[src/mem_types_pkg.sv]
package mem_types_pkg;

    //////////////////////////////////////////////////////////////////////
    // data memory geometry
    //////////////////////////////////////////////////////////////////////

    // one word per address, no byte lanes
    localparam int data_w    = 32;
    localparam int addr_w    = 8;

    // covers every word address
    localparam int mem_depth = 256;

    typedef logic [data_w-1:0] word_t;
    typedef logic [addr_w-1:0] addr_t;

endpackage

[src/mem_port_if.sv]
interface mem_port_if
    import mem_types_pkg::*;
();

    logic  req;
    logic  we;
    addr_t addr;
    word_t wdata;
    logic  gnt;
    logic  rdata_valid;
    word_t rdata;

    // requester holds req and its fields until gnt
    modport requester (
        output req, we, addr, wdata,
        input  gnt, rdata_valid, rdata
    );

    modport arbiter (
        input  req, we, addr, wdata,
        output gnt, rdata_valid, rdata
    );

endinterface

[src/mem_arbiter.sv]
module mem_arbiter
    import mem_types_pkg::*;
(
    input  logic         clock,
    input  logic         rst_n,
    mem_port_if.arbiter  sq_port,
    mem_port_if.arbiter  lq_port,
    output logic         mem_en,
    output logic         mem_we,
    output addr_t        mem_addr,
    output word_t        mem_wdata,
    input  word_t        mem_rdata
);

    logic rd_pending;
    logic rd_to_lq;

    // store drains always win
    assign sq_port.gnt = sq_port.req;
    assign lq_port.gnt = lq_port.req && !sq_port.req;

    assign mem_en    = sq_port.req || lq_port.req;
    assign mem_we    = sq_port.req ? sq_port.we    : lq_port.we;
    assign mem_addr  = sq_port.req ? sq_port.addr  : lq_port.addr;
    assign mem_wdata = sq_port.req ? sq_port.wdata : lq_port.wdata;

    // read data returns one cycle after the grant
    always_ff @(posedge clock) begin
        if (!rst_n) begin
            rd_pending <= 1'b0;
            rd_to_lq   <= 1'b0;
        end else begin
            rd_pending <= mem_en && !mem_we;
            rd_to_lq   <= lq_port.gnt;
        end
    end

    assign sq_port.rdata_valid = rd_pending && !rd_to_lq;
    assign lq_port.rdata_valid = rd_pending && rd_to_lq;
    assign sq_port.rdata       = mem_rdata;
    assign lq_port.rdata       = mem_rdata;

endmodule

[src/flat_wrapper.sv]
// flat-port wrapper written by rule: the top's interface ports become plain ports
module mem_arbiter_flat import mem_types_pkg::*;
  (clock, rst_n, mem_en, mem_we, mem_addr, mem_wdata, mem_rdata, sq_port_req, sq_port_we, sq_port_addr, sq_port_wdata, sq_port_gnt, sq_port_rdata_valid, sq_port_rdata, lq_port_req, lq_port_we, lq_port_addr, lq_port_wdata, lq_port_gnt, lq_port_rdata_valid, lq_port_rdata);
  mem_port_if sq_port_i ();
  mem_port_if lq_port_i ();
  input  logic clock;
  input  logic rst_n;
  output logic mem_en;
  output logic mem_we;
  output addr_t mem_addr;
  output word_t mem_wdata;
  input  word_t mem_rdata;
  input wire logic [$bits(sq_port_i.req)-1:0] sq_port_req;
  input wire logic [$bits(sq_port_i.we)-1:0] sq_port_we;
  input wire logic [$bits(sq_port_i.addr)-1:0] sq_port_addr;
  input wire logic [$bits(sq_port_i.wdata)-1:0] sq_port_wdata;
  output wire logic [$bits(sq_port_i.gnt)-1:0] sq_port_gnt;
  output wire logic [$bits(sq_port_i.rdata_valid)-1:0] sq_port_rdata_valid;
  output wire logic [$bits(sq_port_i.rdata)-1:0] sq_port_rdata;
  input wire logic [$bits(lq_port_i.req)-1:0] lq_port_req;
  input wire logic [$bits(lq_port_i.we)-1:0] lq_port_we;
  input wire logic [$bits(lq_port_i.addr)-1:0] lq_port_addr;
  input wire logic [$bits(lq_port_i.wdata)-1:0] lq_port_wdata;
  output wire logic [$bits(lq_port_i.gnt)-1:0] lq_port_gnt;
  output wire logic [$bits(lq_port_i.rdata_valid)-1:0] lq_port_rdata_valid;
  output wire logic [$bits(lq_port_i.rdata)-1:0] lq_port_rdata;
  assign sq_port_i.req = sq_port_req;
  assign sq_port_i.we = sq_port_we;
  assign sq_port_i.addr = sq_port_addr;
  assign sq_port_i.wdata = sq_port_wdata;
  assign sq_port_gnt = sq_port_i.gnt;
  assign sq_port_rdata_valid = sq_port_i.rdata_valid;
  assign sq_port_rdata = sq_port_i.rdata;
  assign lq_port_i.req = lq_port_req;
  assign lq_port_i.we = lq_port_we;
  assign lq_port_i.addr = lq_port_addr;
  assign lq_port_i.wdata = lq_port_wdata;
  assign lq_port_gnt = lq_port_i.gnt;
  assign lq_port_rdata_valid = lq_port_i.rdata_valid;
  assign lq_port_rdata = lq_port_i.rdata;
  mem_arbiter u_core (.clock(clock), .rst_n(rst_n), .sq_port(sq_port_i), .lq_port(lq_port_i), .mem_en(mem_en), .mem_we(mem_we), .mem_addr(mem_addr), .mem_wdata(mem_wdata), .mem_rdata(mem_rdata));
endmodule
[config.mk]
export PLATFORM = sky130hd
export DESIGN_NAME = mem_arbiter_flat
export DESIGN_NICKNAME = d
export VERILOG_FILES = /design/src/mem_types_pkg.sv /design/src/mem_port_if.sv /design/src/mem_arbiter.sv /design/src/flat_wrapper.sv
export SDC_FILE = /design/constraint.sdc
export NUM_CORES = 1
export LEC_CHECK = 0
export BUFFER_PORTS_ARGS = -buffer_cell sky130_fd_sc_hd__buf_2
export CORE_AREA = 2 2 89 91
export CTS_CLUSTER_DIAMETER = 150
export DETAILED_ROUTE_END_ITERATION = 16
export DIE_AREA = 0 0 91 93
export GPL_TIMING_DRIVEN = 0
export PLACE_DENSITY = 0.56
export SLEW_MARGIN = 10
export SYNTH_ARGS = -nofsm -noshare
export SYNTH_HDL_FRONTEND = slang
export SYNTH_SLANG_ARGS = --single-unit
[constraint.sdc]
create_clock -name clock -period 0.8 [get_ports clock]
set_input_delay 0.12 -clock clock [delete_from_list [all_inputs] [get_ports clock]]
set_output_delay 0.12 -clock clock [all_outputs]
set_load 0.03 [all_outputs]
* After elaboration in Yosys (flattened, before gate mapping) *
Index checks and enable logic that the tools add are counted.

storage, ports and cells
  bits in registers = 2
  word-level logic and storage cells = 13
  input port bits = 118
  output and inout bits = 110

operators by class
  mux-type cells = 3
  reduce and logical (&&, ||, !) cells = 8

operators with widths
  cell               count
  $mux 32            1
  $mux 8             1
  $logic_and 1x1->1  4
  $logic_not 1->1    3
  $logic_or 1x1->1   1
  $mux 1             1

* Logic depth before layout (Yosys ltp) *
Gate-level depths: netlist of the first run.

  depth after elaboration = 3
  depth in mapped cells = 3
  mapped depth without buffers = 2

* Worst setup path before layout of the first run *
No wires, ideal clock.

  path kind = input-to-reg
  start = in sq_port_req
  end = reg u_core.rd_to_lq
  arrival = 0.956 ns
  setup slack = -0.217 ns
  setup time = 0.061 ns
  cell stages on the path = 3
  path buffers = 1
  cells stage by stage = buf_6 -> nor2b_1 -> and2_1

between the ends
  word-level cells in the longest chain between the ends = 2

RTL lines
  item                    RTL line            source
  start: declaration      flat_wrapper.sv:13  input wire logic [$bits(sq_port_i.req)-1:0] sq_port_req;
  $logic_not 1->1         mem_arbiter.sv:20   assign lq_port.gnt = lq_port.req && !sq_port.req;
  $logic_and 1x1->1       mem_arbiter.sv:20
  net lq_port_gnt         flat_wrapper.sv:24  output wire logic [$bits(lq_port_i.gnt)-1:0] lq_port_gnt;
  end signal: assignment  mem_arbiter.sv:34   rd_to_lq <= lq_port.gnt;
  end: declaration        mem_arbiter.sv:16   logic rd_to_lq;

The timed path passes the listed nets, and every way through them passes these cells.
A chain may end at the register's enable or synchronous reset.

* Worst setup path in the final report of the first run *
  start = in sq_port_req
  end = out mem_wdata[17]

between the ends
  word-level cells in the longest chain between the ends = 1

RTL lines
  item              RTL line            source
  $mux 32           mem_arbiter.sv:25   assign mem_wdata = sq_port.req ? sq_port.wdata : lq_port.wdata;
  end: declaration  flat_wrapper.sv:11  output word_t mem_wdata;

Every way passes these cells.

==> results of run 1 <==
## critical path: stages
cell and delay (ps):
sky130_fd_sc_hd__buf_12 120, sky130_fd_sc_hd__buf_12 150, sky130_fd_sc_hd__mux2_4 310, sky130_fd_sc_hd__buf_6 140
## how the worst max path moves through the flow
stage,startpoint,end,slack [ps],cells past startpoint
after floorplan,sq_port_req,mem_addr[7],-50,3
after CTS,sq_port_req,mem_wdata[21],-160,4
final,sq_port_req,mem_wdata[17],-170,4
after detailed placement,sq_port_req,mem_wdata[21],-210,4
after global routing,sq_port_req,mem_wdata[21],-180,4
after global placement,sq_port_req,mem_wdata[0],-210,4
## power by group
group	internal (mW)	leakage [nW]	switching (mW)	total (mW)
Combinational	1.08	1.60	1.07	2.16
Clock	0.318	0.0216	0.0780	0.396
Sequential	0.107	0.0172	0.00335	0.110
Total	1.51	1.64	1.15	2.66
## through the flow
stage / setup slack [ps] / utilization (%) / setup TNS [ps] / area (µm²)
final: -166 / 36.6 / -6450 / 2760
after detailed placement: -207 / 31.7 / -7610 / 2390
after floorplan: -52.0 / - / -1950 / 1290
after CTS: -163 / 36.5 / -6640 / 2750
after global placement: -210 / 31.7 / -7540 / 2390
after global routing: -179 / 36.6 / -7190 / 2760
## Yosys cell counts
| library cell | instances | area share, % |
|---|---|---|
| sky130_fd_sc_hd__buf_12 | 4 | 6.3 |
| sky130_fd_sc_hd__mux2_4 | 38 | 45 |
| sky130_fd_sc_hd__dfxtp_1 | 2 | 3.1 |
| sky130_fd_sc_hd__buf_6 | 1 | 0.88 |
| sky130_fd_sc_hd__and2_1 | 2 | 0.98 |
| sky130_fd_sc_hd__buf_4 | 65 | 38 |
| sky130_fd_sc_hd__inv_1 | 1 | 0.29 |
| sky130_fd_sc_hd__nor2b_1 | 3 | 1.5 |
| sky130_fd_sc_hd__a32o_1 | 1 | 0.79 |
| sky130_fd_sc_hd__mux2_2 | 3 | 2.6 |
| sky130_fd_sc_hd__or2_2 | 1 | 0.49 |
## cell type report
class | instances | area [µm²]
Fill cell | 794 | 4770
Timing Repair Buffer | 196 | 1270
Multi-Input combinational cell | 48 | 683
Buffer | 70 | 588
Tap cell | 102 | 128
Sequential cell | 2 | 42.5
Clock buffer | 3 | 41.3
Inverter | 1 | 3.75
## routing by layer
layer	GRT usage, %	routed length, µm
met5	0	0
met4	1.89	12
met1	8.63	1360
met2	17.7	2440
met3	1.85	433
## repair_timing
action	in CTS	in global routing
cloned	0	0
endpoints found under the setup margin	44	44
gates resized for setup	96	3
pin swaps	1	0
setup buffers	2	0
## cells by family (layout without fill, tap and decap cells)
group	count (synthesis)	count (layout)
mux	41	41
flops	2	2
buf+inv	71	270
simple gates	6	6
compound gates	1	1
## registers in the layout (all words and copies together) (netlist names)
name	flops
u_core.rd_pending	1
u_core.rd_to_lq	1
==> qor.csv, run 1 <==
stage,metric,value,unit
status,run_status,"finished, violations left",
status,failed_checks,setup timing,
drt,post-route-drc-count,0,
placement,numPlacedInstances,417,
synthesis,avgSynthCellArea,10.5,µm²
synthesis,synth-adder-area-share,0,%
drt,wl_per_cell,10.1,µm
synthesis,synth_top_family_by_area,multiplexers,
pwr,leakage,1.64,nW
timing,rsz_0062_raised_after_global_routing,yes,
placement,globalplace.congestion,0.642,
synthesis,compound_cell_area_share_of_the_yosys_netlist,0.785,%
synthesis,synthesis.nets,239,
drt,ant_nets,0,
clock_network,cts_buffers,3,
layout,finalNonFillerCells,422,
clock_network,clock_transition_at_the_registers_of_the_reported_paths,30,ps
global_routing,overflow,0,
run,max_cap_viol_count,0,
timing,setup-violations-final,44,
die,floorplan.initialDensity,16.9,%
layout,antenna_cells_inserted,0,
synthesis,ys_seq_elements,2,
pwr,p_per_area,966,nW/µm²
critical_path,critPathMaxFanout,10,
layout,drive_above_1_share,98.8,%
die,die_y,93,µm
synthesis,yosys.area_share.simple,2.94,%
hold_path,hp-start,rst_n,
drt,drt_first_pass_iters,3,
die,die_w,91,µm
clock_network,clock_path_buffers,2,
layout,layout.cells.most_common_list,"sky130_fd_sc_hd__buf_2, sky130_fd_sc_hd__buf_4, sky130_fd_sc_hd__buf_6, sky130_fd_sc_hd__mux2_4, sky130_fd_sc_hd__buf_12",
timing,hold_slack,137,ps
pwr,finalPower,2.66,mW
drt,drt_wl_total,4.25,mm
synthesis,synth.lib_cells_used.distinct,11,
synthesis,mappedNetlistArea,1270,µm²
hold_path,min_delay_path_depth,2,
pwr,power.ir.vdd_worst,0.355,mV
drt,route.vias.total,1468,
layout,layout-area-overhead-vs-synth,116,%
timing,fmax,1030,MHz
global_routing,antenna_violations_before_repair,0,
drt,initialDrtViolationCount,6,
synthesis,synth-warning-count,0,
layout,final_nets,440,
global_routing,grt_first_pass_wirelength,6.12,mm
critical_path,worst_ep_arrival_time,850,ps
clock_network,ctsHoldBuffers,0,
timing,maxSlewViolCount,0,
critical_path,setup.worst_path.class,input port to primary output,
clock_network,cts.htree.levels,1,
clock_network,cts.sinks,2,
layout,layout.cells.most_common,sky130_fd_sc_hd__buf_2,
timing,finalCriticalPeriod,966,ps
timing,number_of_failing_hold_endpoints_at_the_final_stage,0,
global_routing,pin_count_of_the_biggest_net_entering_global_routing,11,
hold_path,worst_min_delay_path_endpoint,u_core.rd_to_lq,
clock_network,clock_tree_from_tritoncts,yes,
hold_path,min-delay-path-class,input port to flip-flop,
die,core,7530,µm²
critical_path,required_time_of_the_worst_setup_path,680,ps
global_routing,groute.usage.overall,8.57,%
die,num_rows,32,
placement,dp.final_hpwl,3.68,mm
timing,setup_slack,-166,ps
die,io_pins,228,
synthesis,synth-seq-area-share,3.14,%
synthesis,proportion_of_synthesized_area_in_mux_cells,47.4,%
synthesis,synthCells,121,
timing,worst-slew-pin-transition,162,ps
synthesis,synth_xor_area_share,0,%
critical_path,endpoint_type_of_the_worst_setup_path,primary output,
critical_path,startpoint_type,input port,
global_routing,vias_in_the_first_global_route,1406,
die,floorplan.die_area,8460,µm²
drt,detail_route.vias_per_cell,3.48,
clock_network,cts-root-buf,sky130_fd_sc_hd__clkbuf_8,
timing,worst_slew_margin_rel,89.3,%
timing,final_min_period_over_clock_period,121,%
placement,buffer_ports.inserted,194,
No activity file was read; power rests on OpenSTA's default activity.
==> inputs of run 2 (changes only) <==
Settings changed: ABC_AREA set to 1, CORE_AREA 2 2 89 91 to 2 2 90 92, DIE_AREA 0 0 91 93 to 0 0 92 94, PLACE_DENSITY 0.56 to 0.53.
==> run 2 against run 1 <==
- the run still ends with setup timing left
- global-route usage is 1.6 points higher
- flip-flop and latch count stayed put
- final cell count is 22% higher
- via count is 27% higher
- worst hold slack better by 3.7 ps
- critical endpoint is now sq_port_rdata_valid
- largest power group unchanged
- highest routed layer unchanged
==> qor.csv, run 2 <==
stage,metric,value,unit
global_routing,groute.usage.overall,10.2,%
pwr,leakage,1.91,nW
layout,largestRegisters,"u_core.rd_pending (1), u_core.rd_to_lq (1)",
layout,final_area,3110,µm²
critical_path,startpoint_type,flip-flop,
synthesis,async_flop_share,0,%
clock_network,clock_path_buffers,2,
die,die_w,92,µm
layout,final_nets,532,
critical_path,critPathMaxFanout,2,
hold_path,min-delay-path-class,input port to flip-flop,
synthesis,yosysMostFrequentCell,sky130_fd_sc_hd__nand2_1,
die,core,7610,µm²
die,floorplan.initialDensity,14.8,%
drt,detail_route.vias_per_cell,3.64,
global_routing,antenna_violations_before_repair,0,
pwr,power.ir.vdd_worst,0.395,mV
synthesis,ys_seq_elements,2,
critical_path,setup.worst_path.class,flip-flop to primary output,
clock_network,ctsHoldBuffers,0,
synthesis,synth.lib_cells_used.distinct,8,
layout,layout-area-overhead-vs-synth,176,%
die,num_rows,32,
synthesis,synthesis.nets,328,
timing,final_min_period_over_clock_period,112,%
pwr,share_comb_of_total_power,82.3,%
timing,setup_slack,-92.2,ps
die,die_y,94,µm
global_routing,grt_first_pass_wirelength,7.42,mm
clock_network,cts.sinks,2,
timing,worst-slew-pin-transition,164,ps
critical_path,endpoint_type_of_the_worst_setup_path,primary output,
synthesis,avgSynthCellArea,5.36,µm²
synthesis,synth-seq-area-share,3.56,%
synthesis,post_synth_most_frequent_cells,"sky130_fd_sc_hd__nand2_1, sky130_fd_sc_hd__buf_4, sky130_fd_sc_hd__buf_6",
clock_network,cts-root-buf,sky130_fd_sc_hd__clkbuf_8,
timing,rsz_0062_raised_after_global_routing,yes,
synthesis,synthCells,210,
placement,buffer_ports.inserted,194,
global_routing,vias_in_the_first_global_route,1710,
global_routing,overflow,0,
pwr,fraction_of_power_consumed_by_the_clock_network,13.8,%
placement,globalplace.congestion,0.666,
layout,layout.cells.most_common,sky130_fd_sc_hd__buf_2,
die,io_pins,228,
run,max_cap_viol_count,0,
hold_path,min_delay_path_depth,3,
layout,antenna_cells_inserted,0,
clock_network,cts.htree.levels,1,
timing,finalCriticalPeriod,892,ps
drt,drt_first_pass_iters,4,
timing,setup-violations-final,42,
synthesis,synth-warning-count,0,
synthesis,synth_top_cells_by_area,"sky130_fd_sc_hd__buf_4, sky130_fd_sc_hd__nand2_1, sky130_fd_sc_hd__buf_6",
pwr,power_switching_share,48.1,%
pwr,cellInternalPower,1.47,mW
timing,number_of_failing_hold_endpoints_at_the_final_stage,0,
drt,route.vias.total,1870,
critical_path,worst_ep_arrival_time,770,ps
placement,post_dp_cell_area,2230,µm²
pwr,finalPower,2.84,mW
pwr,p_per_area,914,nW/µm²
status,failed_checks,setup timing,
critical_path,required_time_of_the_worst_setup_path,680,ps
clock_network,clock_transition_at_the_registers_of_the_reported_paths,30,ps
status,run_status,"finished, violations left",
clock_network,cts_buffers,3,
timing,fmax,1120,MHz
synthesis,synth_top_flop_cell,sky130_fd_sc_hd__dfxtp_1,
pwr,p_sw,1.36,mW
drt,ant_nets,0,
drt,drt_wl_total,5.30,mm
synthesis,synth-edff-count,0,
placement,dp.final_hpwl,3.99,mm
synthesis,mappedNetlistArea,1120,µm²
die,floorplan.die_area,8650,µm²
drt,post-route-drc-count,0,
global_routing,pin_count_of_the_biggest_net_entering_global_routing,11,
clock_network,clock_tree_from_tritoncts,yes,
layout,drive_above_1_share,86.7,%
synthesis,synth_top_cell_area_share,46.1,%
drt,initialDrtViolationCount,22,
drt,wl_per_cell,10.3,µm
pwr,seqPwrFrac,3.9,%
timing,maxSlewViolCount,0,
synthesis,post-synth-top-area-cell,sky130_fd_sc_hd__buf_4,
timing,worst_slew_margin_rel,89.2,%
layout,layout.cells.most_common_list,"sky130_fd_sc_hd__buf_2, sky130_fd_sc_hd__buf_4, sky130_fd_sc_hd__nand2_1, sky130_fd_sc_hd__buf_6, sky130_fd_sc_hd__nand2_2",
-- run 2: cell count changes in the layout (fill, tap and decap cells not counted), moves of 2 or more --
cell	change
sky130_fd_sc_hd__buf_12	-2
sky130_fd_sc_hd__nand2_1	+51
sky130_fd_sc_hd__nand2_4	+34
sky130_fd_sc_hd__mux2_4	-41
sky130_fd_sc_hd__buf_16	+3
sky130_fd_sc_hd__nor2b_4	-2
sky130_fd_sc_hd__nand2_2	+41
sky130_fd_sc_hd__clkbuf_16	+2
-- run 2: worst paths after layout --
check                    startpoint             endpoint
hold / removal                rst_n    u_core.rd_pending
setup / recovery  u_core.rd_pending  sq_port_rdata_valid
-- run 2: metal layers --
metal / GRT usage [%] / wire length (µm)
met5: 0 / 0
met3: 1.36 / 461
met2: 21.2 / 3060
met1: 10.9 / 1740
met4: 1.74 / 29
-- run 2: logic make-up (layout without fill, tap and decap cells) --
| group | after synthesis | in the layout | share of synthesized area [%] |
|---|---|---|---|
| flip-flops | 2 | 2 | 3.56 |
| buffers and inverters | 78 | 280 | 52.8 |
| AND/OR/NAND/NOR | 130 | 130 | 43.6 |
-- run 2: cell type report --
class / instances / area [µm²]
repair buffers: 198 / 1350
repair inverters: 1 / 11.3
inverters: 4 / 41.3
plain buffers: 74 / 636
flip-flops and latches: 2 / 42.5
clock buffers: 3 / 41.3
fillers: 797 / 4500
multi-input cells: 130 / 858
well taps: 102 / 128
-- run 2: timing repair --
action,CTS,global route
buffers inserted,0,0
endpoints found under the setup margin,43,44
pin swaps,15,23
cloned,3,2
resized for setup,136,86
-- run 2: metrics by stage --
stage / util, % / worst slack (ps) / cells / setup TNS (ps) / hold WS, ps
6_report: 40.8 / -92.2 / 514 / -2300 / 140
5_1_grt: 40.8 / -124 / 514 / -3790 / 160
4_1_cts: 36.1 / -92.9 / 512 / -1490 / 138
3_5_place_dp: 29.3 / -106 / 506 / -3900 / 357
3_3_place_gp: 29.3 / -112 / 506 / -3770 / 356
2_1_floorplan: - / -4.15 / 210 / -4.15 / 243
-- run 2: critical path, stage by stage (launching register included) --
cell	delay, ps
sky130_fd_sc_hd__dfxtp_2	320
sky130_fd_sc_hd__inv_2	30
sky130_fd_sc_hd__nor2_2	80
sky130_fd_sc_hd__buf_6	130
-- run 2: power groups by stage --
stage | combinational (mW) | clock, mW | sequential, mW
after global placement | 1.77 | 0 | 0.110
after floorplan | 1.22 | 0 | 0.110
after CTS | 2.14 | 0.406 | 0.110
final | 2.34 | 0.391 | 0.111
after detailed placement | 1.77 | 0 | 0.110
after global routing | 2.46 | 0.416 | 0.112
