[src/mem_types_pkg.sv]
package mem_types_pkg;

    //////////////////////////////////////////////////////////////////////
    // data memory geometry
    //////////////////////////////////////////////////////////////////////

    // one word per address, no byte lanes
    localparam int data_w    = 32;
    localparam int addr_w    = 8;

    // covers every word address
    localparam int mem_depth = 256;

    typedef logic [data_w-1:0] word_t;
    typedef logic [addr_w-1:0] addr_t;

endpackage

[src/lsq_cfg_pkg.sv]
package lsq_cfg_pkg;

    import mem_types_pkg::*;

    //////////////////////////////////////////////////////////////////////
    // queue sizing
    //////////////////////////////////////////////////////////////////////

    localparam int sq_size  = 8;
    localparam int sq_idx_w = 3;
    localparam int lq_size  = 4;
    localparam int lq_idx_w = 2;
    localparam int tag_w    = 4;

    // committed stores wait here until the memory write is granted
    typedef struct packed {
        logic  valid;
        logic  committed;
        addr_t addr;
        word_t data;
    } sq_entry_t;

    typedef struct packed {
        logic             valid;
        logic             waiting_mem;
        logic             done;
        logic [tag_w-1:0] tag;
        addr_t            addr;
        word_t            data;
    } lq_entry_t;

endpackage

[src/mem_port_if.sv]
interface mem_port_if
    import mem_types_pkg::*;
();

    logic  req;
    logic  we;
    addr_t addr;
    word_t wdata;
    logic  gnt;
    logic  rdata_valid;
    word_t rdata;

    // requester holds req and its fields until gnt
    modport requester (
        output req, we, addr, wdata,
        input  gnt, rdata_valid, rdata
    );

    modport arbiter (
        input  req, we, addr, wdata,
        output gnt, rdata_valid, rdata
    );

endinterface

[src/store_queue.sv]
module store_queue
    import mem_types_pkg::*;
    import lsq_cfg_pkg::*;
(
    input  logic                clock,
    input  logic                rst_n,
    input  logic                squash,
    input  logic                st_valid,
    input  addr_t               st_addr,
    input  word_t               st_data,
    input  logic                st_commit,
    mem_port_if.requester       mem,
    input  addr_t               fwd_addr,
    input  logic [sq_idx_w-1:0] fwd_mark,
    output logic                fwd_hit,
    output word_t               fwd_data,
    output logic [sq_idx_w-1:0] sq_tail_mark,
    output logic                sq_full,
    output logic                sq_empty,
    output logic                st_retired
);

    sq_entry_t           entries [sq_size];
    logic [sq_idx_w-1:0] head;
    logic [sq_idx_w-1:0] cmt;
    logic [sq_idx_w-1:0] tail;
    logic [sq_idx_w-1:0] cmt_nxt;
    logic [sq_idx_w:0]   count;
    logic [sq_idx_w:0]   count_nxt;
    logic [sq_idx_w:0]   kill_cnt;
    logic [sq_size-1:0]  kill;
    logic                enq;
    logic                do_commit;
    logic                drain;

    assign sq_full   = (count == (sq_idx_w+1)'(sq_size));
    assign sq_empty  = (count == '0);
    assign enq       = st_valid && !sq_full && !squash;
    assign do_commit = st_commit && entries[cmt].valid && !entries[cmt].committed;
    assign cmt_nxt   = do_commit ? cmt + 1'b1 : cmt;

    // a load in the same cycle sees this store as older
    assign sq_tail_mark = enq ? tail + 1'b1 : tail;

    //////////////////////////////////////////////////////////////////////
    // drain port, head entry only
    //////////////////////////////////////////////////////////////////////

    assign mem.req    = entries[head].valid && entries[head].committed;
    assign mem.we     = 1'b1;
    assign mem.addr   = entries[head].addr;
    assign mem.wdata  = entries[head].data;
    assign drain      = mem.req && mem.gnt;
    assign st_retired = drain;

    // uncommitted entries dropped by squash
    always_comb begin
        kill     = '0;
        kill_cnt = '0;
        for (int i = 0; i < sq_size; i++) begin
            kill[i] = entries[i].valid && !entries[i].committed
                      && !(do_commit && cmt == sq_idx_w'(i));
            if (kill[i]) begin
                kill_cnt = kill_cnt + 1'b1;
            end
        end
    end

    always_comb begin
        count_nxt = count;
        if (drain) begin
            count_nxt = count_nxt - 1'b1;
        end
        if (squash) begin
            count_nxt = count_nxt - kill_cnt;
        end else if (enq) begin
            count_nxt = count_nxt + 1'b1;
        end
    end

    //////////////////////////////////////////////////////////////////////
    // forwarding search, youngest below the mark first
    //////////////////////////////////////////////////////////////////////

    always_comb begin : fwd_search
        logic                stop;
        logic [sq_idx_w-1:0] idx;
        stop     = 1'b0;
        idx      = '0;
        fwd_hit  = 1'b0;
        fwd_data = '0;
        for (int k = 1; k <= sq_size; k++) begin
            idx = fwd_mark - sq_idx_w'(k);
            if (!stop) begin
                if (entries[idx].valid && entries[idx].addr == fwd_addr) begin
                    fwd_hit  = 1'b1;
                    fwd_data = entries[idx].data;
                    stop     = 1'b1;
                end
                // head is the oldest store
                if (idx == head) begin
                    stop = 1'b1;
                end
            end
        end
    end

    always_ff @(posedge clock) begin
        if (!rst_n) begin
            head  <= '0;
            cmt   <= '0;
            tail  <= '0;
            count <= '0;
            for (int i = 0; i < sq_size; i++) begin
                entries[i].valid     <= 1'b0;
                entries[i].committed <= 1'b0;
            end
        end else begin
            if (drain) begin
                entries[head].valid     <= 1'b0;
                entries[head].committed <= 1'b0;
                head                    <= head + 1'b1;
            end
            if (do_commit) begin
                entries[cmt].committed <= 1'b1;
            end
            cmt <= cmt_nxt;
            if (squash) begin
                for (int i = 0; i < sq_size; i++) begin
                    if (kill[i]) begin
                        entries[i].valid <= 1'b0;
                    end
                end
                tail <= cmt_nxt;
            end else if (enq) begin
                entries[tail].valid     <= 1'b1;
                entries[tail].committed <= 1'b0;
                entries[tail].addr      <= st_addr;
                entries[tail].data      <= st_data;
                tail                    <= tail + 1'b1;
            end
            count <= count_nxt;
        end
    end

endmodule

[src/flat_wrapper.sv]
// flat-port wrapper written by rule: the top's interface ports become plain ports
module store_queue_flat import mem_types_pkg::*; import lsq_cfg_pkg::*;
  (clock, rst_n, squash, st_valid, st_addr, st_data, st_commit, fwd_addr, fwd_mark, fwd_hit, fwd_data, sq_tail_mark, sq_full, sq_empty, st_retired, mem_req, mem_we, mem_addr, mem_wdata, mem_gnt, mem_rdata_valid, mem_rdata);
  mem_port_if mem_i ();
  input  logic clock;
  input  logic rst_n;
  input  logic squash;
  input  logic st_valid;
  input  addr_t st_addr;
  input  word_t st_data;
  input  logic st_commit;
  input  addr_t fwd_addr;
  input  logic [sq_idx_w-1:0] fwd_mark;
  output logic fwd_hit;
  output word_t fwd_data;
  output logic [sq_idx_w-1:0] sq_tail_mark;
  output logic sq_full;
  output logic sq_empty;
  output logic st_retired;
  output wire logic [$bits(mem_i.req)-1:0] mem_req;
  output wire logic [$bits(mem_i.we)-1:0] mem_we;
  output wire logic [$bits(mem_i.addr)-1:0] mem_addr;
  output wire logic [$bits(mem_i.wdata)-1:0] mem_wdata;
  input wire logic [$bits(mem_i.gnt)-1:0] mem_gnt;
  input wire logic [$bits(mem_i.rdata_valid)-1:0] mem_rdata_valid;
  input wire logic [$bits(mem_i.rdata)-1:0] mem_rdata;
  assign mem_req = mem_i.req;
  assign mem_we = mem_i.we;
  assign mem_addr = mem_i.addr;
  assign mem_wdata = mem_i.wdata;
  assign mem_i.gnt = mem_gnt;
  assign mem_i.rdata_valid = mem_rdata_valid;
  assign mem_i.rdata = mem_rdata;
  store_queue u_core (.clock(clock), .rst_n(rst_n), .squash(squash), .st_valid(st_valid), .st_addr(st_addr), .st_data(st_data), .st_commit(st_commit), .mem(mem_i), .fwd_addr(fwd_addr), .fwd_mark(fwd_mark), .fwd_hit(fwd_hit), .fwd_data(fwd_data), .sq_tail_mark(sq_tail_mark), .sq_full(sq_full), .sq_empty(sq_empty), .st_retired(st_retired));
endmodule
[config.mk]
export PLATFORM = sky130hd
export DESIGN_NAME = store_queue_flat
export DESIGN_NICKNAME = d
export VERILOG_FILES = /design/src/mem_types_pkg.sv /design/src/lsq_cfg_pkg.sv /design/src/mem_port_if.sv /design/src/store_queue.sv /design/src/flat_wrapper.sv
export SDC_FILE = /design/constraint.sdc
export NUM_CORES = 1
export LEC_CHECK = 0
export ABC_CLOCK_PERIOD_IN_PS = 10250
export BUFFER_PORTS_ARGS = -buffer_cell sky130_fd_sc_hd__buf_2
export CAP_MARGIN = 20
export CORE_ASPECT_RATIO = 1.4
export CORE_MARGIN = 2
export CORE_UTILIZATION = 40
export DETAILED_ROUTE_END_ITERATION = 6
export PLACE_DENSITY_LB_ADDON = 0.15
export SLEW_MARGIN = 40
export SYNTH_ARGS = -nofsm -noshare
export SYNTH_HDL_FRONTEND = slang
export SYNTH_SLANG_ARGS = --single-unit
[constraint.sdc]
create_clock -name clock -period 10.25 [get_ports clock]
set_input_delay 1.025 -clock clock [delete_from_list [all_inputs] [get_ports clock]]
set_output_delay 1.025 -clock clock [all_outputs]
set_load 0.01 [all_outputs]
### Word level (Yosys, flattened, before mapping)

Memories as Yosys holds them, arrays and structs flattened. A register that Yosys moved wholly into a read port is not among the register bits.
Index checks and enable logic that the tools add are counted.

| word-level totals | value |
|---|---|
| register bits after elaboration | 13 |
| memory bits (writable) | 336 |
| input port bits | 90 |
| output and inout port bits | 81 |
| memories | 1 |

| cells by class | value |
|---|---|
| $add $sub $neg | 20 |
| eq/ne operators | 33 |
| muxes and demuxes | 121 |
| bitwise logic cells | 72 |
| reductions and logical operators | 60 |

Memory list:

| memory | depth | width | read ports | clocked after memory_dff | wr ports | RTL line | source |
|---|---|---|---|---|---|---|---|
| u_core.entries | 8 | 42 | 18 | 2 | 10 | store_queue.sv:23 | `sq_entry_t entries [sq_size];` |

Operators by type and width:

| operator | number |
|---|---|
| 32-bit 2-to-1 mux | 15 |
| 1-bit 2-to-1 mux | 87 |
| 8-bit == test | 8 |
| 42-bit 2-to-1 mux | 1 |
| 42-bit OR reduction | 1 |
| 4-bit 2-to-1 mux | 10 |
| 1-bit logical AND | 38 |
| 3-bit == test (second input constant) | 12 |
| 1-bit bitwise AND | 32 |
| 4-bit by 1-bit adder with 4-bit output (second input constant) | 7 |
| 3-bit == test | 9 |
| 3-bit 2-to-1 mux | 8 |
| 1-bit inverter | 21 |
| 1-bit logical NOT | 19 |
| 3-bit subtractor (second input constant) | 4 |
| 3-bit by 1-bit adder with 3-bit output (second input constant) | 3 |
| 1-bit OR | 9 |
| 1-bit bitwise AND (second input constant) | 8 |
| 3-bit by 2-bit == test with 1-bit output (second input constant) | 2 |
| 3-bit by 2-bit subtractor with 3-bit output (second input constant) | 2 |
| 4-bit == test (second input constant) | 1 |
| 4-bit logical NOT | 1 |
| 4-bit by 1-bit subtractor with 4-bit output (second input constant) | 1 |
| 4-bit subtractor | 1 |
| other kinds (5) | 6 |

### Longest topological paths before layout

Gate-level depths: netlist of the first run.

| depth | value |
|---|---|
| depth after elaboration | 22 |
| gate-level depth with buffers | 36 |
| depth with buffers taken out | 33 |

### Worst setup path before layout of the first run

Ideal clock, no wire load.

| timing path | value |
|---|---|
| kind | input to output |
| from | input fwd_mark[0] |
| to | output fwd_data[29] |
| arrival time | 6.162 ns |
| data required time | 9.225 ns |
| setup slack | 3.063 ns |
| stages | 22 |
| buffers on the path | 12 |
| cell sequence | buf_6 > buf_6 > buf_12 > buf_6 > buf_2 > buf_2 > buf_1 > clkbuf_1 > inv_1 > ha_1 > buf_2 > buf_2 > mux4_2 > a311oi_1 > a2111oi_2 > a211o_2 > buf_6 > or2_1 > buf_6 > a211o_1 > a221oi_2 > mux2i_1 |

| on the way | value |
|---|---|
| longest elaborated chain between the ends | 19 |
| elaborated cells on any way between the ends | 66 |
| those cells by class | add/sub: 7; eq/ne: 15; mux: 35; reduce/logical: 8; memory: 1 |

RTL lines:

| what | RTL line | source |
|---|---|---|
| start, declared | flat_wrapper.sv:13 | `input logic [sq_idx_w-1:0] fwd_mark;` |
| 3-bit by 1-bit subtractor with 3-bit output | store_queue.sv:93 | `idx = fwd_mark - sq_idx_w'(k);` |
| memory 8 x 42 bit | - |  |
| 8-bit == test | store_queue.sv:95 | `if (entries[idx].valid && entries[idx].addr == fwd_addr) begin` |
| 1-bit logical AND | store_queue.sv:95 |  |
| 32-bit 2-to-1 mux / 1-bit 2-to-1 mux (equally long branches) | store_queue.sv:95 |  |
| 32-bit 2-to-1 mux / 1-bit 2-to-1 mux (equally long branches) | store_queue.sv:95, store_queue.sv:101 |  |
| 32-bit 2-to-1 mux | store_queue.sv:94 | `if (!stop) begin` |
| 32-bit 2-to-1 mux | store_queue.sv:95 |  |
| [3 not listed] | - |  |
| 32-bit 2-to-1 mux | store_queue.sv:95 |  |
| 32-bit 2-to-1 mux | store_queue.sv:94 |  |
| 32-bit 2-to-1 mux | store_queue.sv:95 |  |
| 32-bit 2-to-1 mux | store_queue.sv:94 |  |
| 32-bit 2-to-1 mux | store_queue.sv:95 |  |
| 32-bit 2-to-1 mux | store_queue.sv:94 |  |
| 32-bit 2-to-1 mux | store_queue.sv:95 |  |
| 32-bit 2-to-1 mux * | store_queue.sv:94 |  |
| end, declared | flat_wrapper.sv:15 | `output word_t fwd_data;` |

Every way passes the cells marked *; elsewhere a longest branch is shown, timed or not.

### Worst setup path after layout of the first run

| timing path | value |
|---|---|
| from | input fwd_mark[1] |
| to | output fwd_data[19] |

The elaborated chain is that of the path after synthesis.

==> results.yml, run 1 <==
global_routing:
  grt_pass1_vias: 22400
  grt_usage_pct: 23.2
  grt-ovfl-total: 0
  grt_max_degree: 82
  grt_pass1_wl_um: 139000
  antenna_found_initial: 15
route:
  num_vias: 22000
  routed_wl_um: 92900
  first_pass_iters: 5
  routed_via_density: 6.56
  drt_drc_violations_left: 0
  ant_nets: 0
  drtIter0Drc: 1682
  wl_per_cell_um: 27.7
die:
  die_y_um: 333
  die-area_um2: 79700
  dieWidth_um: 239
  core_area_um2: 76600
  fp-row-count: 120
  io_pins: 171
  initial_utilization_pct: 40.5
logic_synthesis:
  async_flop_share_pct: 0
  synth.avg_cell_area_um2: 13.2
  synth_top_area_cell: "edfxtp_1"
  synthCells: 2340
  ys.flop_type: "edfxtp_1"
  synthTopCellsByArea: "edfxtp_1 (31%), mux4_2 (30%), mux2i_1 (9.1%)"
  ys_warn_count: 0
  synth_commonest_cells: "mux4_2 (410), and2_1 (328), edfxtp_1 (320), mux2i_1 (283), clkbuf_1 (126)"
  synthesis.area_um2: 31000
  synth_nets: 2459
  synth-edff-count: 320
  yosysTopAreaCellShare_pct: 31.0
  synth.most_common_cell: "mux4_2"
  yosysUniqueCellTypes: 81
  seq_area_frac_synth_pct: 33.1
  synth-seq-cells: 352
timing:
  setup_viol: 0
  clock.fmax_mhz: 122
  skew_ns: 0.00819
  post-route-period-util_pct: 80.3
  fin_hold_ws_ns: 0.521
  worst_slew_pin_slew_ns: 0.886
  grt_setup_unrepaired: "no"
  tns_ns: 0
  maxSlewViolCount: 0
  finalCriticalPeriod_ns: 8.23
  fin_ws_ns: 2.02
  hold_violations: 0
  slew_headroom_pct: 40.9
setup_path:
  endpoint_kind: "output pin"
  cp_max_fo: 46
  critical_path_arrival_ns: 7.20
  worstSetupPathType: "in -> out"
  cp-start-kind: "input pin"
  required_ns: 9.23
cells_and_area:
  multi_input_area_um2: 19700
  regArea_um2: 10300
  fin_area_um2: 33900
  areaGrowthSynthToFinish_pct: 9.26
  num-fill-cells: 6946
  final_nets: 2463
  post_route_cells_drive_above_1_share_pct: 32.8
placed_design:
  gp_congestion: 0.860
  dp_hpwl_um: 58400
  post_dp_cell_area_um2: 32500
  dp_slack_ns: 1.89
  io_buffers: 136
worst_hold_path:
  worstHoldPathType: "reg -> reg"
power_and_ir_drop:
  pwr-share-seq_pct: 41.5
  p_leak_nw: 11.9
  p_sw_mw: 1.04
  p_int_mw: 2.77
  clkPwrFrac_pct: 38.7
  vdd.ir_drop.worst_v: 0.0000928
  comb_power_share_pct: 19.8
  p_per_area_nw_per_um2: 113
  p_sw_share_pct: 27.2
clock_network:
  cts.repair.resized: 0
  root_buffer: "clkbuf_16"
  numCtsBuffers: 38
  cts_tree: "done"
  clk_pin_slew_worst_paths_ns: 0.06
  cts_sinks: 352
  cts_setup_buffers: 0
  ctsHoldBuffers: 0
  clk_latency_ns: 0.58
  htreeDepth: 2
  cts_buffer_depth: 3
flow_run:
  drv_cap: 0
status:
  status: "finished clean"
path summary, 6_finish.rpt:
kind	from	endpoint	slack, ns	cells after the start
max reg2reg	u_core.cmt[0]$_SDFF_PN0_	u_core.count[3]$_SDFF_PN0_	2.14	31
max	fwd_mark[1]	fwd_data[19]	2.02	17
min reg2reg	u_core.entries[3][40]$_SDFF_PP0_	u_core.entries[3][40]$_SDFF_PP0_	0.52	2
min	u_core.entries[3][40]$_SDFF_PP0_	u_core.entries[3][40]$_SDFF_PP0_	0.52	2
critical path: stages:
cell and delay (ns):
buf_8 0.28, buf_16 0.33, inv_1 0.14, ha_4 0.62, buf_4 0.62, mux4_2 0.43
mux2i_1 0.19, xnor2_1 0.09, or3_2 0.84, nand4_1 0.24, a211o_2 0.33, or2_2 0.61
buf_4 0.48, o22ai_1 0.12, a2111oi_1 0.44, a21oi_1 0.15, buf_2 0.19
cell families (layout without fill, tap and decap cells):
logic type      count (synthesis)  in the layout  synth area share (%)
mux                           771            771                  41.8
simple gates                  549            549                  10.3
flops                         352            352                  33.1
compound gates                287            287                  7.14
buf+inv                       257            289                  3.63
xor+xnor                       94             94                  2.85
fa+ha+maj                      29             29                  1.20
other cells                     1              5                0.0121
flip-flops by register name, summed over array words and instances (netlist names), named ones only:
signal	cells
u_core.entries	336
u_core.count	4
u_core.cmt	3
u_core.head	3
u_core.tail	3
final cells by class:
type,count,share of cell area [%]
diodes,4,0.0296
clock buffers,46,3.02
clock inverters,22,0.843
inverters,37,0.410
multi-input cells,1731,58.3
flip-flops and latches,352,30.3
well taps,976,3.61
repair buffers,184,3.47
power by group through the flow:
stage | clock (mW) | combinational (mW) | sequential (mW)
6_report | 1.48 | 0.753 | 1.58
5_1_grt | 1.55 | 0.810 | 1.58
4_1_cts | 1.50 | 0.754 | 1.58
3_5_place_dp | 0 | 0.751 | 1.61
3_3_place_gp | 0 | 0.733 | 1.61
2_1_floorplan | 0 | 0.577 | 1.60
metrics by stage:
stage	utilization [%]	power (mW)	instances
finish	44.2	3.81	3352
global route	44.2	3.94	3350
CTS	44.1	3.84	3347
detailed placement	42.4	2.36	3279
global placement	42.3	2.34	3277
floorplan	-	2.18	2340
layout by cell type (no fill, tap or decap), types with 11 or more instances in the layout:
cell type and n:
inv_1 35, o221ai_1 32, xnor2_1 48, and2_1 328, nand3_1 29, xor2_1 39
a31oi_1 16, mux2_2 78, nand2_1 58, a2111oi_1 13, buf_4 29, edfxtp_1 320
buf_6 16, ha_1 27, o22ai_1 26, dfxtp_1 29, nor3_1 11, mux2i_1 283
buf_2 133, nor2_1 46, clkbuf_16 39, mux4_2 410, a211oi_1 14, a21oi_1 54
o21ai_0 11, o22a_1 31
per-layer routing:
metal | vias up | share of wire (%) | track usage [%]
li1 | 9503 | - | -
met1 | 11400 | 38 | 27.7
met2 | 809 | 52 | 41.8
met3 | 225 | 6.1 | 3.77
met4 | 14 | 3.7 | 8.40
met5 | - | 0.080 | 0
(Power assumes the default switching activity.)
==> inputs of run 2 (changes only) <==
ABC_CLOCK_PERIOD_IN_PS = 6700   (was 10250)
clock period = 6.7 ns   (was 10.25 ns; I/O delays follow)
==> results.yml, run 2 (same netlist as run 1, synthesis figures left out) <==
power_and_ir_drop:
  vdd.ir_drop.worst_v: 0.000138
  p_per_area_nw_per_um2: 168
  p_leak_nw: 12.1
  power_mw: 5.78
timing:
  slew_headroom_pct: 42.1
  skew_ns: 0.0111
  worst_slew_pin_slew_ns: 0.869
  maxSlewViolCount: 0
  fin_hold_ws_ns: 0.452
  post-route-period-util_pct: 97.0
  hold_violations: 0
  tns_ns: 0
  grt_setup_unrepaired: "yes"
  finalCriticalPeriod_ns: 6.50
  setup_viol: 0
  clock.fmax_mhz: 154
cells_and_area:
  mostFrequentLayoutCells: "mux4_2 (410), and2_1 (328), edfxtp_1 (320)"
  areaGrowthSynthToFinish_pct: 11.1
  regMostFlops: "u_core.entries"
  post_route_cells_drive_above_1_share_pct: 34.8
  largestRegisters: "u_core.entries (336), u_core.count (4)"
  largest_reg_flops: 336
  layout_commonest_cell: "mux4_2"
  fin_area_um2: 34400
  final_nets: 2513
status:
  status: "finished clean"
route:
  wl_per_cell_um: 27.6
  first_pass_iters: 5
  drtIter0Drc: 1581
  routed_via_density: 6.48
  routed_wl_um: 93800
  drt_drc_violations_left: 0
  ant_nets: 0
  num_vias: 22100
placed_design:
  dp_hpwl_um: 60500
  post_dp_cell_area_um2: 32900
  io_buffers: 136
  gp_congestion: 0.912
die:
  fp-row-count: 120
  initial_utilization_pct: 40.5
  die_y_um: 333
  core_area_um2: 76600
  dieWidth_um: 239
  die-area_um2: 79700
  io_pins: 171
global_routing:
  antenna_found_initial: 12
  grt_pass1_vias: 22900
  grt-ovfl-total: 0
  grt_usage_pct: 23.4
  top_usage_layer: "met2"
  gr-usage-met1_pct: 28.0
  grt_use_met2_pct: 42.4
  grt_max_degree: 72
  use_met3_pct: 3.10
  grt_pass1_wl_um: 141000
clock_network:
  numCtsBuffers: 39
  cts_buffer_depth: 3
  clk_latency_ns: 0.57
  cts_sinks: 352
  ctsHoldBuffers: 0
  clk_pin_slew_worst_paths_ns: 0.06
  cts_tree: "done"
  htreeDepth: 2
  root_buffer: "clkbuf_16"
setup_path:
  endpoint_kind: "flop"
  cp_max_fo: 16
  cp_num_buf_inv: 2
  rr_startpoint: "u_core.cmt[0]$_SDFF_PN0_"
  cp-start-kind: "flop"
  r2r-end: "u_core.count[3]$_SDFF_PN0_"
  cp_slowest_cell: "mux4_2"
  crit_family: "compound AO/OA/AOI/OAI gates"
  cp_slowest_stage_delay_ns: 0.52
  rrSetupSlack_ns: 0.20
  critical_path_arrival_ns: 6.99
  reg2regPathDepth: 31
  worstSetupPathType: "reg -> reg"
  required_ns: 7.19
worst_hold_path:
  min_to: "u_core.entries[4][39]$_DFFE_PP_"
  hold_path.startpoint: "st_addr[7]"
  worstHoldPathCells: 2
  worstHoldPathType: "in -> reg"
flow_run:
  drv_cap: 0
run 2: cell count changes in the layout (fill, tap and decap cells not counted), moves of 3 or more:
cell	before	now
buf_4	29	74
a311oi_1	6	3
buf_6	16	11
bufinv_16	6	3
buf_12	2	10
clkbuf_16	39	42
clkinv_1	3	6
run 2: worst max-delay path by stage:
| stage | from | endpoint | slack (ns) | cells past startpoint |
|---|---|---|---|---|
| 2_1_floorplan | u_core.cmt[0]$_SDFF_PN0_ | u_core.count[3]$_SDFF_PN0_ | 0.009 | 33 |
| 3_3_place_gp | u_core.cmt[0]$_SDFF_PN0_ | u_core.count[3]$_SDFF_PN0_ | -0.03 | 31 |
| 3_5_place_dp | u_core.cmt[0]$_SDFF_PN0_ | u_core.count[3]$_SDFF_PN0_ | -0.03 | 31 |
| 4_1_cts | u_core.cmt[0]$_SDFF_PN0_ | u_core.count[3]$_SDFF_PN0_ | 0.01 | 31 |
| 5_1_grt | u_core.cmt[0]$_SDFF_PN0_ | u_core.count[3]$_SDFF_PN0_ | -0.14 | 32 |
| 6_report | u_core.cmt[0]$_SDFF_PN0_ | u_core.count[3]$_SDFF_PN0_ | 0.20 | 31 |
run 2: area by class of cell:
type	count	area, µm²
antenna	6	15.0
timing repair buffer	233	1630
clock inverter	19	181
clock buffer	48	1080
inverter	37	139
multi-input combinational	1731	19900
fill	6848	42200
tap	976	1220
sequential	352	10300
run 2: what timing repair did:
action,4_1_cts,5_1_grt
buffers inserted,0,7
gates resized for setup,1,21
pin swaps,3,13
endpoints found under the hold margin,0,0
setup endpoints to repair,1,1
run 2: metal layers:
metal,share of wire (%),wire (µm),vias up
met2,53,49500,751
met5,0.11,100,-
met4,4.0,3750,16
met3,4.7,4410,234
met1,38,36000,11500
li1,-,-,9602
run 2: power breakdown:
part           switching (mW)  total, mW  leakage, nW  internal, mW
logic                   0.645       1.20         8.21         0.560
clock network           0.902       2.17        0.620          1.26
registers              0.0226       2.41         3.30          2.39
total                    1.57       5.78         12.1          4.21
run 2: through the flow:
step	cells	setup WS (ns)	utilization [%]
after CTS	3388	0.0142	44.7
final	3402	0.203	45.0
after global placement	3318	-0.0339	42.9
after floorplan	2340	0.00908	-
after detailed placement	3321	-0.0317	43.0
after global routing	3397	-0.139	44.9
